===== config.mk =====
export PLATFORM = sky130hd
export DESIGN_NAME = hazardUnit_flat
export DESIGN_NICKNAME = d
export VERILOG_FILES = /design/src/riscvPkg.sv /design/src/pipeIfc.sv /design/src/hazardUnit.sv /design/src/flat_wrapper.sv
export SDC_FILE = /design/constraint.sdc
export NUM_CORES = 1
export LEC_CHECK = 0
export BUFFER_PORTS_ARGS = -buffer_cell sky130_fd_sc_hd__buf_2
export CAP_MARGIN = 20
export CORE_AREA = 8 8 45 47
export DETAILED_ROUTE_END_ITERATION = 7
export DIE_AREA = 0 0 53 55
export MAX_ROUTING_LAYER = met4
export PLACE_DENSITY = 0.85
export REMOVE_ABC_BUFFERS = 1
export SETUP_SLACK_MARGIN = 0.15
export SLEW_MARGIN = 20
export SYNTH_ARGS = -nofsm -noshare
export SYNTH_HDL_FRONTEND = slang
export SYNTH_SLANG_ARGS = --single-unit

===== constraint.sdc =====
create_clock -name vclk -period 1.8
set_input_delay 0.36 -clock vclk [all_inputs]
set_output_delay 0.36 -clock vclk [all_outputs]
set_load 0.03 [all_outputs]

===== src/riscvPkg.sv =====
package riscvPkg;

  localparam int xlen     = 32;
  localparam int regAddrW = 5;

  typedef enum logic [6:0] {
    opLoad   = 7'b0000011,
    opStore  = 7'b0100011,
    opRtype  = 7'b0110011,
    opBranch = 7'b1100011,
    opItype  = 7'b0010011,
    opJal    = 7'b1101111,
    opJalr   = 7'b1100111,
    opAuipc  = 7'b0010111
  } opcodeT;

  typedef enum logic [3:0] {
    aluAdd = 4'd0,
    aluSub = 4'd1,
    aluAnd = 4'd2,
    aluOr  = 4'd3,
    aluXor = 4'd4,
    aluSlt = 4'd5
  } aluOpT;

  typedef enum logic [2:0] {
    immI = 3'd0,
    immS = 3'd1,
    immB = 3'd2,
    immJ = 3'd3,
    immU = 3'd4
  } immSrcT;

  typedef enum logic [1:0] {
    resAlu      = 2'd0,
    resMem      = 2'd1,
    resPcPlus4  = 2'd2,
    resPcTarget = 2'd3
  } resultSrcT;

  typedef enum logic [1:0] {
    fwdNone = 2'd0,
    fwdWb   = 2'd1,
    fwdMem  = 2'd2
  } fwdSelT;

  // one instruction word, seen through each encoding format
  typedef union packed {
    struct packed {
      logic [6:0]          funct7;
      logic [regAddrW-1:0] rs2;
      logic [regAddrW-1:0] rs1;
      logic [2:0]          funct3;
      logic [regAddrW-1:0] rd;
      opcodeT              opcode;
    } rType;
    struct packed {
      logic [11:0]         imm;
      logic [regAddrW-1:0] rs1;
      logic [2:0]          funct3;
      logic [regAddrW-1:0] rd;
      opcodeT              opcode;
    } iType;
    struct packed {
      logic [6:0]          immHi;
      logic [regAddrW-1:0] rs2;
      logic [regAddrW-1:0] rs1;
      logic [2:0]          funct3;
      logic [4:0]          immLo;
      opcodeT              opcode;
    } sType;
    struct packed {
      logic                imm12;
      logic [5:0]          imm10to5;
      logic [regAddrW-1:0] rs2;
      logic [regAddrW-1:0] rs1;
      logic [2:0]          funct3;
      logic [3:0]          imm4to1;
      logic                imm11;
      opcodeT              opcode;
    } bType;
    struct packed {
      logic [19:0]         imm;
      logic [regAddrW-1:0] rd;
      opcodeT              opcode;
    } uType;
    struct packed {
      logic                imm20;
      logic [9:0]          imm10to1;
      logic                imm11;
      logic [7:0]          imm19to12;
      logic [regAddrW-1:0] rd;
      opcodeT              opcode;
    } jType;
  } instrT;

  // sign-extended immediate from instruction bits 31..7
  function automatic logic [xlen-1:0] extendImm(input logic [31:7] bits, input immSrcT src);
    case (src)
      immI:    return {{20{bits[31]}}, bits[31:20]};
      immS:    return {{20{bits[31]}}, bits[31:25], bits[11:7]};
      immB:    return {{20{bits[31]}}, bits[7], bits[30:25], bits[11:8], 1'b0};
      immJ:    return {{12{bits[31]}}, bits[19:12], bits[20], bits[30:21], 1'b0};
      immU:    return {bits[31:12], 12'b0};
      default: return '0;
    endcase
  endfunction

endpackage


===== src/pipeIfc.sv =====


interface hazardIf;
  import riscvPkg::*;

  logic [regAddrW-1:0] rs1D, rs2D;
  logic [regAddrW-1:0] rs1E, rs2E;
  logic [regAddrW-1:0] rdE, rdM, rdW;
  logic                pcSrcE;
  logic                loadE;      // execute stage holds a load
  logic                regWriteM, regWriteW;
  fwdSelT              forwardAE, forwardBE;
  logic                stallF, stallD;
  logic                flushD, flushE;

  modport dp (
    output rs1D, rs2D, rs1E, rs2E, rdE, rdM, rdW,
    input  forwardAE, forwardBE, stallF, stallD, flushD, flushE
  );

  modport ctrl (
    output pcSrcE, loadE, regWriteM, regWriteW,
    input  flushE
  );

  modport hzd (
    input  rs1D, rs2D, rs1E, rs2E, rdE, rdM, rdW,
    input  pcSrcE, loadE, regWriteM, regWriteW,
    output forwardAE, forwardBE, stallF, stallD, flushD, flushE
  );
endinterface


===== src/hazardUnit.sv =====
`timescale 1ns/10ps

module hazardUnit (
  hazardIf.hzd hzd
);
  import riscvPkg::*;

  logic loadUse;

  // newest producer wins, x0 is never forwarded
  function automatic fwdSelT pickFwd(input logic [regAddrW-1:0] rs,
                                     input logic [regAddrW-1:0] rdM,
                                     input logic                regWriteM,
                                     input logic [regAddrW-1:0] rdW,
                                     input logic                regWriteW);
    if (rs == '0)
      return fwdNone;
    else if (regWriteM && rs == rdM)
      return fwdMem;
    else if (regWriteW && rs == rdW)
      return fwdWb;
    else
      return fwdNone;
  endfunction

  assign hzd.forwardAE = pickFwd(hzd.rs1E, hzd.rdM, hzd.regWriteM, hzd.rdW, hzd.regWriteW);
  assign hzd.forwardBE = pickFwd(hzd.rs2E, hzd.rdM, hzd.regWriteM, hzd.rdW, hzd.regWriteW);

  // load result arrives too late for the next instruction
  assign loadUse = hzd.loadE && (hzd.rdE != '0) &&
                   ((hzd.rs1D == hzd.rdE) || (hzd.rs2D == hzd.rdE));

  assign hzd.stallF = loadUse;
  assign hzd.stallD = loadUse;
  assign hzd.flushD = hzd.pcSrcE;
  assign hzd.flushE = loadUse | hzd.pcSrcE;  // bubble or wrong-path squash
endmodule


===== src/flat_wrapper.sv =====
// flat-port wrapper written by rule: the top's interface ports become plain ports
module hazardUnit_flat import riscvPkg::*;
  (hzd_rs1D, hzd_rs2D, hzd_rs1E, hzd_rs2E, hzd_rdE, hzd_rdM, hzd_rdW, hzd_pcSrcE, hzd_loadE, hzd_regWriteM, hzd_regWriteW, hzd_forwardAE, hzd_forwardBE, hzd_stallF, hzd_stallD, hzd_flushD, hzd_flushE);
  hazardIf hzd_i ();
  input wire logic [$bits(hzd_i.rs1D)-1:0] hzd_rs1D;
  input wire logic [$bits(hzd_i.rs2D)-1:0] hzd_rs2D;
  input wire logic [$bits(hzd_i.rs1E)-1:0] hzd_rs1E;
  input wire logic [$bits(hzd_i.rs2E)-1:0] hzd_rs2E;
  input wire logic [$bits(hzd_i.rdE)-1:0] hzd_rdE;
  input wire logic [$bits(hzd_i.rdM)-1:0] hzd_rdM;
  input wire logic [$bits(hzd_i.rdW)-1:0] hzd_rdW;
  input wire logic [$bits(hzd_i.pcSrcE)-1:0] hzd_pcSrcE;
  input wire logic [$bits(hzd_i.loadE)-1:0] hzd_loadE;
  input wire logic [$bits(hzd_i.regWriteM)-1:0] hzd_regWriteM;
  input wire logic [$bits(hzd_i.regWriteW)-1:0] hzd_regWriteW;
  output wire logic [$bits(hzd_i.forwardAE)-1:0] hzd_forwardAE;
  output wire logic [$bits(hzd_i.forwardBE)-1:0] hzd_forwardBE;
  output wire logic [$bits(hzd_i.stallF)-1:0] hzd_stallF;
  output wire logic [$bits(hzd_i.stallD)-1:0] hzd_stallD;
  output wire logic [$bits(hzd_i.flushD)-1:0] hzd_flushD;
  output wire logic [$bits(hzd_i.flushE)-1:0] hzd_flushE;
  assign hzd_i.rs1D = hzd_rs1D;
  assign hzd_i.rs2D = hzd_rs2D;
  assign hzd_i.rs1E = hzd_rs1E;
  assign hzd_i.rs2E = hzd_rs2E;
  assign hzd_i.rdE = hzd_rdE;
  assign hzd_i.rdM = hzd_rdM;
  assign hzd_i.rdW = hzd_rdW;
  assign hzd_i.pcSrcE = hzd_pcSrcE;
  assign hzd_i.loadE = hzd_loadE;
  assign hzd_i.regWriteM = hzd_regWriteM;
  assign hzd_i.regWriteW = hzd_regWriteW;
  assign hzd_forwardAE = hzd_i.forwardAE;
  assign hzd_forwardBE = hzd_i.forwardBE;
  assign hzd_stallF = hzd_i.stallF;
  assign hzd_stallD = hzd_i.stallD;
  assign hzd_flushD = hzd_i.flushD;
  assign hzd_flushE = hzd_i.flushE;
  hazardUnit u_core (.hzd(hzd_i));
endmodule

==> tab_implementation.tex, run 1 <==
\begin{tabular}{lr}
\hline
Metric & Value \\
\hline
\multicolumn{2}{l}{\textbf{Power}} \\
\quad Fraction of power spent switching nets & 0.472 \\
\quad Internal power & 0.000112 W \\
\quad Post-layout power & 0.000211 W \\
\quad Peak VDD IR & 0.000120 V \\
\quad Part of the power in combinational logic & 1.000 \\
\quad Register share of total power & 0 \\
\quad PD cells & 229 mW/mm\^{}2 \\
\quad Reported leakage power & 0.447 nW \\
\quad Clock network fraction of design power & 0 \\
\quad Switching power total & 0.0000997 W \\
\multicolumn{2}{l}{\textbf{Drt}} \\
\quad Count of vias placed by the detailed router & 657 \\
\quad Post-DR vias/cell & 5.13 \\
\quad Overall routed net length & 2.13 mm \\
\quad Violation count after the first detailed-route iteration & 3 \\
\quad Average wire per cell in the routed design & 16.6 um \\
\quad Number of iterations in the first detailed-routing pass & 3 \\
\quad Remaining DRCs & 0 \\
\quad Number of nets with antenna violations after routing & 0 \\
\multicolumn{2}{l}{\textbf{Place}} \\
\quad Post-DP Area & 688 sq um \\
\quad Placer congestion estimate & 0.908 \\
\quad Placement-stage worst setup slack & -62.0 ps \\
\quad DPL Wire Length & 1.50 mm \\
\quad Buffers added on ports & 47 \\
\multicolumn{2}{l}{\textbf{Setup path}} \\
\quad Category of the worst setup path launch point & input port \\
\quad Kind of capture point of the worst setup path & output port \\
\quad CP bufs+invs & 2 \\
\quad Slowest cell on the critical path & or4\_4 \\
\quad Delay of the slowest cell on the worst path & 540 ps \\
\quad Arrival @ worst endpoint & 1430 ps \\
\quad Setup Crit Path Kind & in2out \\
\quad Data required time at the worst endpoint & 1440 ps \\
\quad Largest fanout on the critical path & 3 \\
\quad Cell chain of the critical path & buf\_8 > or4\_4 > o21ai\_4 > o21bai\_1 > buf\_4 \\
\quad Cell family with most CP delay & simple AND/OR/NAND/NOR gates \\
\multicolumn{2}{l}{\textbf{Timing}} \\
\quad Final setup viols & 0 \\
\quad Part of the cycle the worst path needs & 0.994 \\
\quad Fin. max-slew vios & 0 \\
\quad Hold Slack & 1010 ps \\
\quad Actual transition at the worst max-transition pin & 280 ps \\
\quad Fmax & 559 MHz \\
\quad Max-slew headroom & 0.813 \\
\quad Post-layout minimum cycle time & 1790 ps \\
\quad Final worst-path setup slack & 11.5 ps \\
\quad Final hold vios & 0 \\
\quad Setup repair after global routing missed its margin & true \\
\multicolumn{2}{l}{\textbf{Global routing}} \\
\quad First-pass GRT wire length & 3.04 mm \\
\quad Number of antenna violations at the first check in global routing & 0 \\
\quad Largest net degree at the start of global routing & 5 \\
\quad Global-route usage over all layers & 0.138 \\
\quad Via count of the first global-routing pass & 710 \\
\quad Remaining global-route overflow & 0 \\
\multicolumn{2}{l}{\textbf{Final layout}} \\
\quad Utilization after layout & 0.665 \\
\quad FF/Latch Area & 0 sq um \\
\quad Number of clock buffer instances in the layout & 0 \\
\quad Ratio of cells with drive above 1 in the final layout & 0.616 \\
\quad Final cell area excluding filler cells & 921 sq um \\
\quad Nets & 153 \\
\quad Seq cells & 0 \\
\quad \# diodes & 0 \\
\quad Layout overhead on the synthesized area & 116\% \\
\quad Layout filler cell count & 107 \\
\multicolumn{2}{l}{\textbf{Worst hold path}} \\
\quad Endpoint of the worst hold path & hzd\_flushD \\
\quad Hold path startpoint & hzd\_pcSrcE \\
\quad WHS Path Cells & 2 \\
\quad Worst min-delay path category & in2out \\
\multicolumn{2}{l}{\textbf{Synth}} \\
\quad Yosys warning count & 0 \\
\quad Post-synthesis instance area & 425 sq um \\
\quad Count of cell types in the netlist & 17 \\
\quad Syn\_area\_per\_cell & 7.21 sq um \\
\quad Mapped Cells & 59 \\
\quad Portion of the post-synthesis area used by sequential elements & 0 \\
\multicolumn{2}{l}{\textbf{Floorplanning}} \\
\quad Die area & 0.00292 sq mm \\
\quad Num ports & 47 \\
\quad Horiz. Die Dim & 53 um \\
\quad DIE HEIGHT & 55 um \\
\quad Core Box Area & 0.00138 sq mm \\
\quad Cell Rows & 14 \\
\quad Effective utilization at floorplan & 0.307 \\
\multicolumn{2}{l}{\textbf{Run status}} \\
\quad Result of the run & finished, final reports clean \\
\multicolumn{2}{l}{\textbf{Job}} \\
\quad Max\_cap viols & 0 \\
\hline
\end{tabular}
[cells in the mapped netlist]
cell type	n	share of area
o21ai_2	1	0.021
a21boi_0	1	0.018
inv_1	2	0.018
nand3_1	2	0.024
nand4_1	1	0.015
nor3_1	9	0.11
buf_4	2	0.035
nor4_1	3	0.044
a22oi_1	1	0.018
o21bai_1	1	0.018
or4_1	1	0.018
xnor2_1	6	0.12
nor2_1	3	0.026
a21boi_2	1	0.026
xor2_1	22	0.45
a21oi_1	2	0.024
and3_1	1	0.015
[how the worst max path moves through the flow]
stage,from,end,slack [ps],cells past startpoint
after floorplan,hzd_rdE[3],hzd_stallD,-140,4
after global placement,hzd_rdM[3],hzd_forwardBE[1],30,6
after detailed placement,hzd_rdM[3],hzd_forwardBE[1],-60,6
after CTS,hzd_rs2E[4],hzd_forwardBE[1],7,6
after global routing,hzd_rdE[4],hzd_flushE,-20,5
final,hzd_rdE[4],hzd_flushE,10,5
[power by group through the flow]
stage | clock network [W] | registers (W) | logic [W]
floorplan | 0 | 0 | 0.0000707
global placement | 0 | 0 | 0.000152
detailed placement | 0 | 0 | 0.000157
CTS | 0 | 0 | 0.000197
global route | 0 | 0 | 0.000225
finish | 0 | 0 | 0.000211
[timing repair]
action                     4_1_cts  5_1_grt
setup endpoints to repair        7        7
pin swaps                       13        9
buffers inserted                 4        1
resized for setup               39        9
cloned                           0        0
hold buffers                     0        0
[per-layer routing]
metal	global-route usage	wire [um]	vias to the layer above
met1	0.131	765	303
met2	0.289	1170	39
met5	-	0	-
met4	0.0259	29	0
li1	-	-	313
met3	0.0134	161	2
[per-stage QoR]
step | setup TNS, ps | std cells
final | 0 | 128
after global routing | -29.6 | 128
after CTS | 0 | 127
after detailed placement | -62.0 | 123
after global placement | 0 | 123
after floorplan | -337 | 57
[cells in the final DEF (no fill, tap or decap)]
master    netlist  final
o21ai_4         0      1
inv_1           2      2
nor3_1          9      5
nor2_1          3      2
a22oi_1         1      1
nand4_1         1      1
xnor2_1         6      3
a21boi_2        1      2
nor2_2          0      1
buf_8           0      5
xor2_1         22     22
and3_1          1      1
buf_2           0     30
buf_4           2     11
or4_4           0      1
nand3_1         2      2
a21oi_1         2      2
buf_6           0      9
nor4_1          3      1
nor4_4          0      1
nor4_2          0      1
nor3_2          0      4
o21bai_1        1      1
xnor2_2         0      3
[cell families (layout without fill, tap and decap cells)]
kind of cell / count (synthesis) / in the layout / share of synthesized area
compound gates: 7 / 7 / 0.124
simple gates: 20 / 20 / 0.247
xor+xnor: 28 / 28 / 0.576
buf+inv: 4 / 57 / 0.0529
[layout make-up]
class	instances	area [sq um]	area share
inverters	2	7.51	0.00815
well taps	16	20.0	0.0217
multi-input cells	55	484	0.526
repair buffers	55	409	0.444
Power figures use the tool's default switching activity.
==> inputs of run 2 (changes only) <==
ABC_CLOCK_PERIOD_IN_PS = 1800   (was not set)
REMOVE_ABC_BUFFERS = not set   (was 1)
==> run 2 against run 1 <==
  * Maximum frequency decreased by 3.2%
  * Highest routed layer unchanged
  * Critical path depth up 1
  * Worst setup slack worse by 60 ps
  * The run now ends with negative setup slack left
  * Largest power group unchanged
  * Routed wire length increased by 13%
  * Hold slack got worse by 22 ps
  * Combinational power increased by 13%
  * Cell count increased by 2.3%
  * Total power is 13% higher
  * Non-clock buffer count grew 3
  * Sequential share of layout area unchanged
==> tab_implementation.tex, run 2 (synthesized netlist as in run 1, its figures left out) <==
\begin{tabular}{lr}
\hline
Metric & Value \\
\hline
\multicolumn{2}{l}{\textbf{Setup path}} \\
\quad Cell family with most CP delay & simple AND/OR/NAND/NOR gates \\
\quad Category of the worst setup path launch point & input port \\
\quad CP bufs+invs & 2 (unchanged) \\
\quad Kind of capture point of the worst setup path & output port \\
\quad Largest fanout on the critical path & 3 (unchanged) \\
\quad Data required time at the worst endpoint & 1440 ps (about the same) \\
\quad Arrival @ worst endpoint & 1490 ps (+60 ps) \\
\quad Slowest cell on the critical path & nor4\_2 \\
\quad Cell chain of the critical path & buf\_12 > xor2\_4 > nor4\_2 > and3\_1 > a21boi\_4 > buf\_6 \\
\quad Setup Crit Path Kind & in2out \\
\quad Delay of the slowest cell on the worst path & 250 ps (-290 ps) \\
\multicolumn{2}{l}{\textbf{Global routing}} \\
\quad Global-route usage over all layers & 0.162 (+0.0242) \\
\quad First-pass GRT wire length & 3.51 mm (+15\%) \\
\quad Largest net degree at the start of global routing & 5 (unchanged) \\
\quad Remaining global-route overflow & 0 (unchanged) \\
\quad Number of antenna violations at the first check in global routing & 0 (unchanged) \\
\quad Via count of the first global-routing pass & 775 (+9.2\%) \\
\multicolumn{2}{l}{\textbf{Timing}} \\
\quad Part of the cycle the worst path needs & 1.03 (+0.0332) \\
\quad Setup repair after global routing missed its margin & true \\
\quad Fin. max-slew vios & 0 (unchanged) \\
\quad Post-layout minimum cycle time & 1850 ps (+59.8 ps) \\
\quad Fmax & 541 MHz (-3.2\%) \\
\quad Final setup viols & 2 (+2) \\
\quad Final hold vios & 0 (unchanged) \\
\quad Summed negative setup slack over all endpoints & -52.6 ps (-52.6 ps) \\
\quad Final worst-path setup slack & -48.3 ps (-59.8 ps) \\
\quad Actual transition at the worst max-transition pin & 391 ps (+111 ps) \\
\quad Max-slew headroom & 0.737 (-0.0767) \\
\multicolumn{2}{l}{\textbf{Floorplanning}} \\
\quad Die area & 0.00292 sq mm (unchanged) \\
\quad Effective utilization at floorplan & 0.307 (unchanged) \\
\quad Cell Rows & 14 (unchanged) \\
\quad DIE HEIGHT & 55 um (unchanged) \\
\quad Horiz. Die Dim & 53 um (unchanged) \\
\quad Core Box Area & 0.00138 sq mm (unchanged) \\
\quad Num ports & 47 (unchanged) \\
\multicolumn{2}{l}{\textbf{Synth}} \\
\quad Post-Synthesis Net Count & 98 \\
\multicolumn{2}{l}{\textbf{Power}} \\
\quad Post-layout power & 0.000238 W (+13\%) \\
\quad Peak VDD IR & 0.000157 V (+31\%) \\
\quad Reported leakage power & 0.479 nW (+7.2\%) \\
\quad PD cells & 235 mW/mm\^{}2 (+2.3\%) \\
\multicolumn{2}{l}{\textbf{Drt}} \\
\quad Overall routed net length & 2.40 mm (+13\%) \\
\quad Number of nets with antenna violations after routing & 0 (unchanged) \\
\quad Average wire per cell in the routed design & 18.3 um (+10\%) \\
\quad Number of iterations in the first detailed-routing pass & 4 (+1) \\
\quad Remaining DRCs & 0 (unchanged) \\
\quad Violation count after the first detailed-route iteration & 8 (+5) \\
\quad Count of vias placed by the detailed router & 695 (+5.8\%) \\
\quad Post-DR vias/cell & 5.31 (+3.4\%) \\
\multicolumn{2}{l}{\textbf{Final layout}} \\
\quad Ratio of cells with drive above 1 in the final layout & 0.643 (+0.0274) \\
\quad Seq cells & 0 (unchanged) \\
\quad Layout overhead on the synthesized area & 138\% \\
\quad Nets & 156 (+2.0\%) \\
\quad Most frequent standard cell in the layout excluding fill and tap cells & buf\_2 \\
\quad Utilization after layout & 0.732 (+0.0669) \\
\quad \# diodes & 0 (unchanged) \\
\quad Top library cells by usage in the layout, fill and taps aside & 28 x buf\_2, 21 x xor2\_1, 14 x buf\_6 \\
\quad FF/Latch Area & 0 sq um (unchanged) \\
\quad Number of clock buffer instances in the layout & 0 (unchanged) \\
\multicolumn{2}{l}{\textbf{Worst hold path}} \\
\quad WHS Path Cells & 2 (unchanged) \\
\quad Endpoint of the worst hold path & hzd\_flushD \\
\quad Worst min-delay path category & in2out \\
\quad Hold path startpoint & hzd\_pcSrcE \\
\multicolumn{2}{l}{\textbf{Clocking}} \\
\quad CTS Hold Bufs & 0 (unchanged) \\
\multicolumn{2}{l}{\textbf{Place}} \\
\quad Placer congestion estimate & 0.864 (-4.8\%) \\
\quad Placement-stage worst setup slack & -5.98 ps (+56.0 ps) \\
\quad Buffers added on ports & 47 (unchanged) \\
\quad DPL Wire Length & 1.67 mm (+12\%) \\
\multicolumn{2}{l}{\textbf{Job}} \\
\quad Max\_cap viols & 0 (unchanged) \\
\multicolumn{2}{l}{\textbf{Run status}} \\
\quad Result of the run & complete, but fails checks \\
\quad Violations in the final reports & negative setup slack \\
\hline
\end{tabular}
-- run 2: how the worst max path moves through the flow --
stage                           start  depth (start not counted)                to  slack [ps]
final                     hzd_rs2E[4]                          6  hzd_forwardBE[1]         -50
after floorplan            hzd_rdE[3]                          5        hzd_stallF          90
after global placement     hzd_rdE[0]                          5        hzd_flushE         -10
after detailed placement   hzd_rdE[0]                          5        hzd_flushE          -6
after global routing      hzd_rs2E[4]                          6  hzd_forwardBE[1]        -100
after CTS                  hzd_rdE[4]                          5        hzd_flushE          10
-- run 2: power breakdown --
part | total (W) | switching, W | internal [W] | leakage, nW
combinational | 0.000238 | 0.000113 | 0.000125 | 0.479
clock | 0 | 0 | 0 | 0
sequential | 0 | 0 | 0 | 0
total | 0.000238 | 0.000113 | 0.000125 | 0.479
-- run 2: layer usage --
layer	share of wire	up-vias	global-route usage
met5	0	-	-
met4	0.021	0	0.0129
met3	0.13	6	0.0481
met2	0.46	56	0.324
met1	0.38	311	0.154
li1	-	322	-
-- run 2: area by class of cell --
| cell class | count | area [sq um] |
|---|---|---|
| Multi-Input combinational cell | 55 | 533 |
| Tap cell | 16 | 20.0 |
| Fill cell | 92 | 370 |
| Inverter | 2 | 7.51 |
| Timing Repair Buffer | 58 | 453 |
-- run 2: stage by stage --
step | cells | instance area (sq um) | hold slack [ps]
detailed placement | 127 | 734 | 988
finish | 131 | 1010 | 989
floorplan | 59 | 442 | 852
global placement | 127 | 734 | 988
global route | 131 | 1010 | 1000
CTS | 129 | 918 | 990
-- run 2: repair_timing --
item	CTS	global route
setup buffers	2	2
endpoints found under the hold margin	0	0
gates cloned	0	0
pin swaps	11	9
gates resized for setup	41	14
endpoints found under the setup margin	7	7
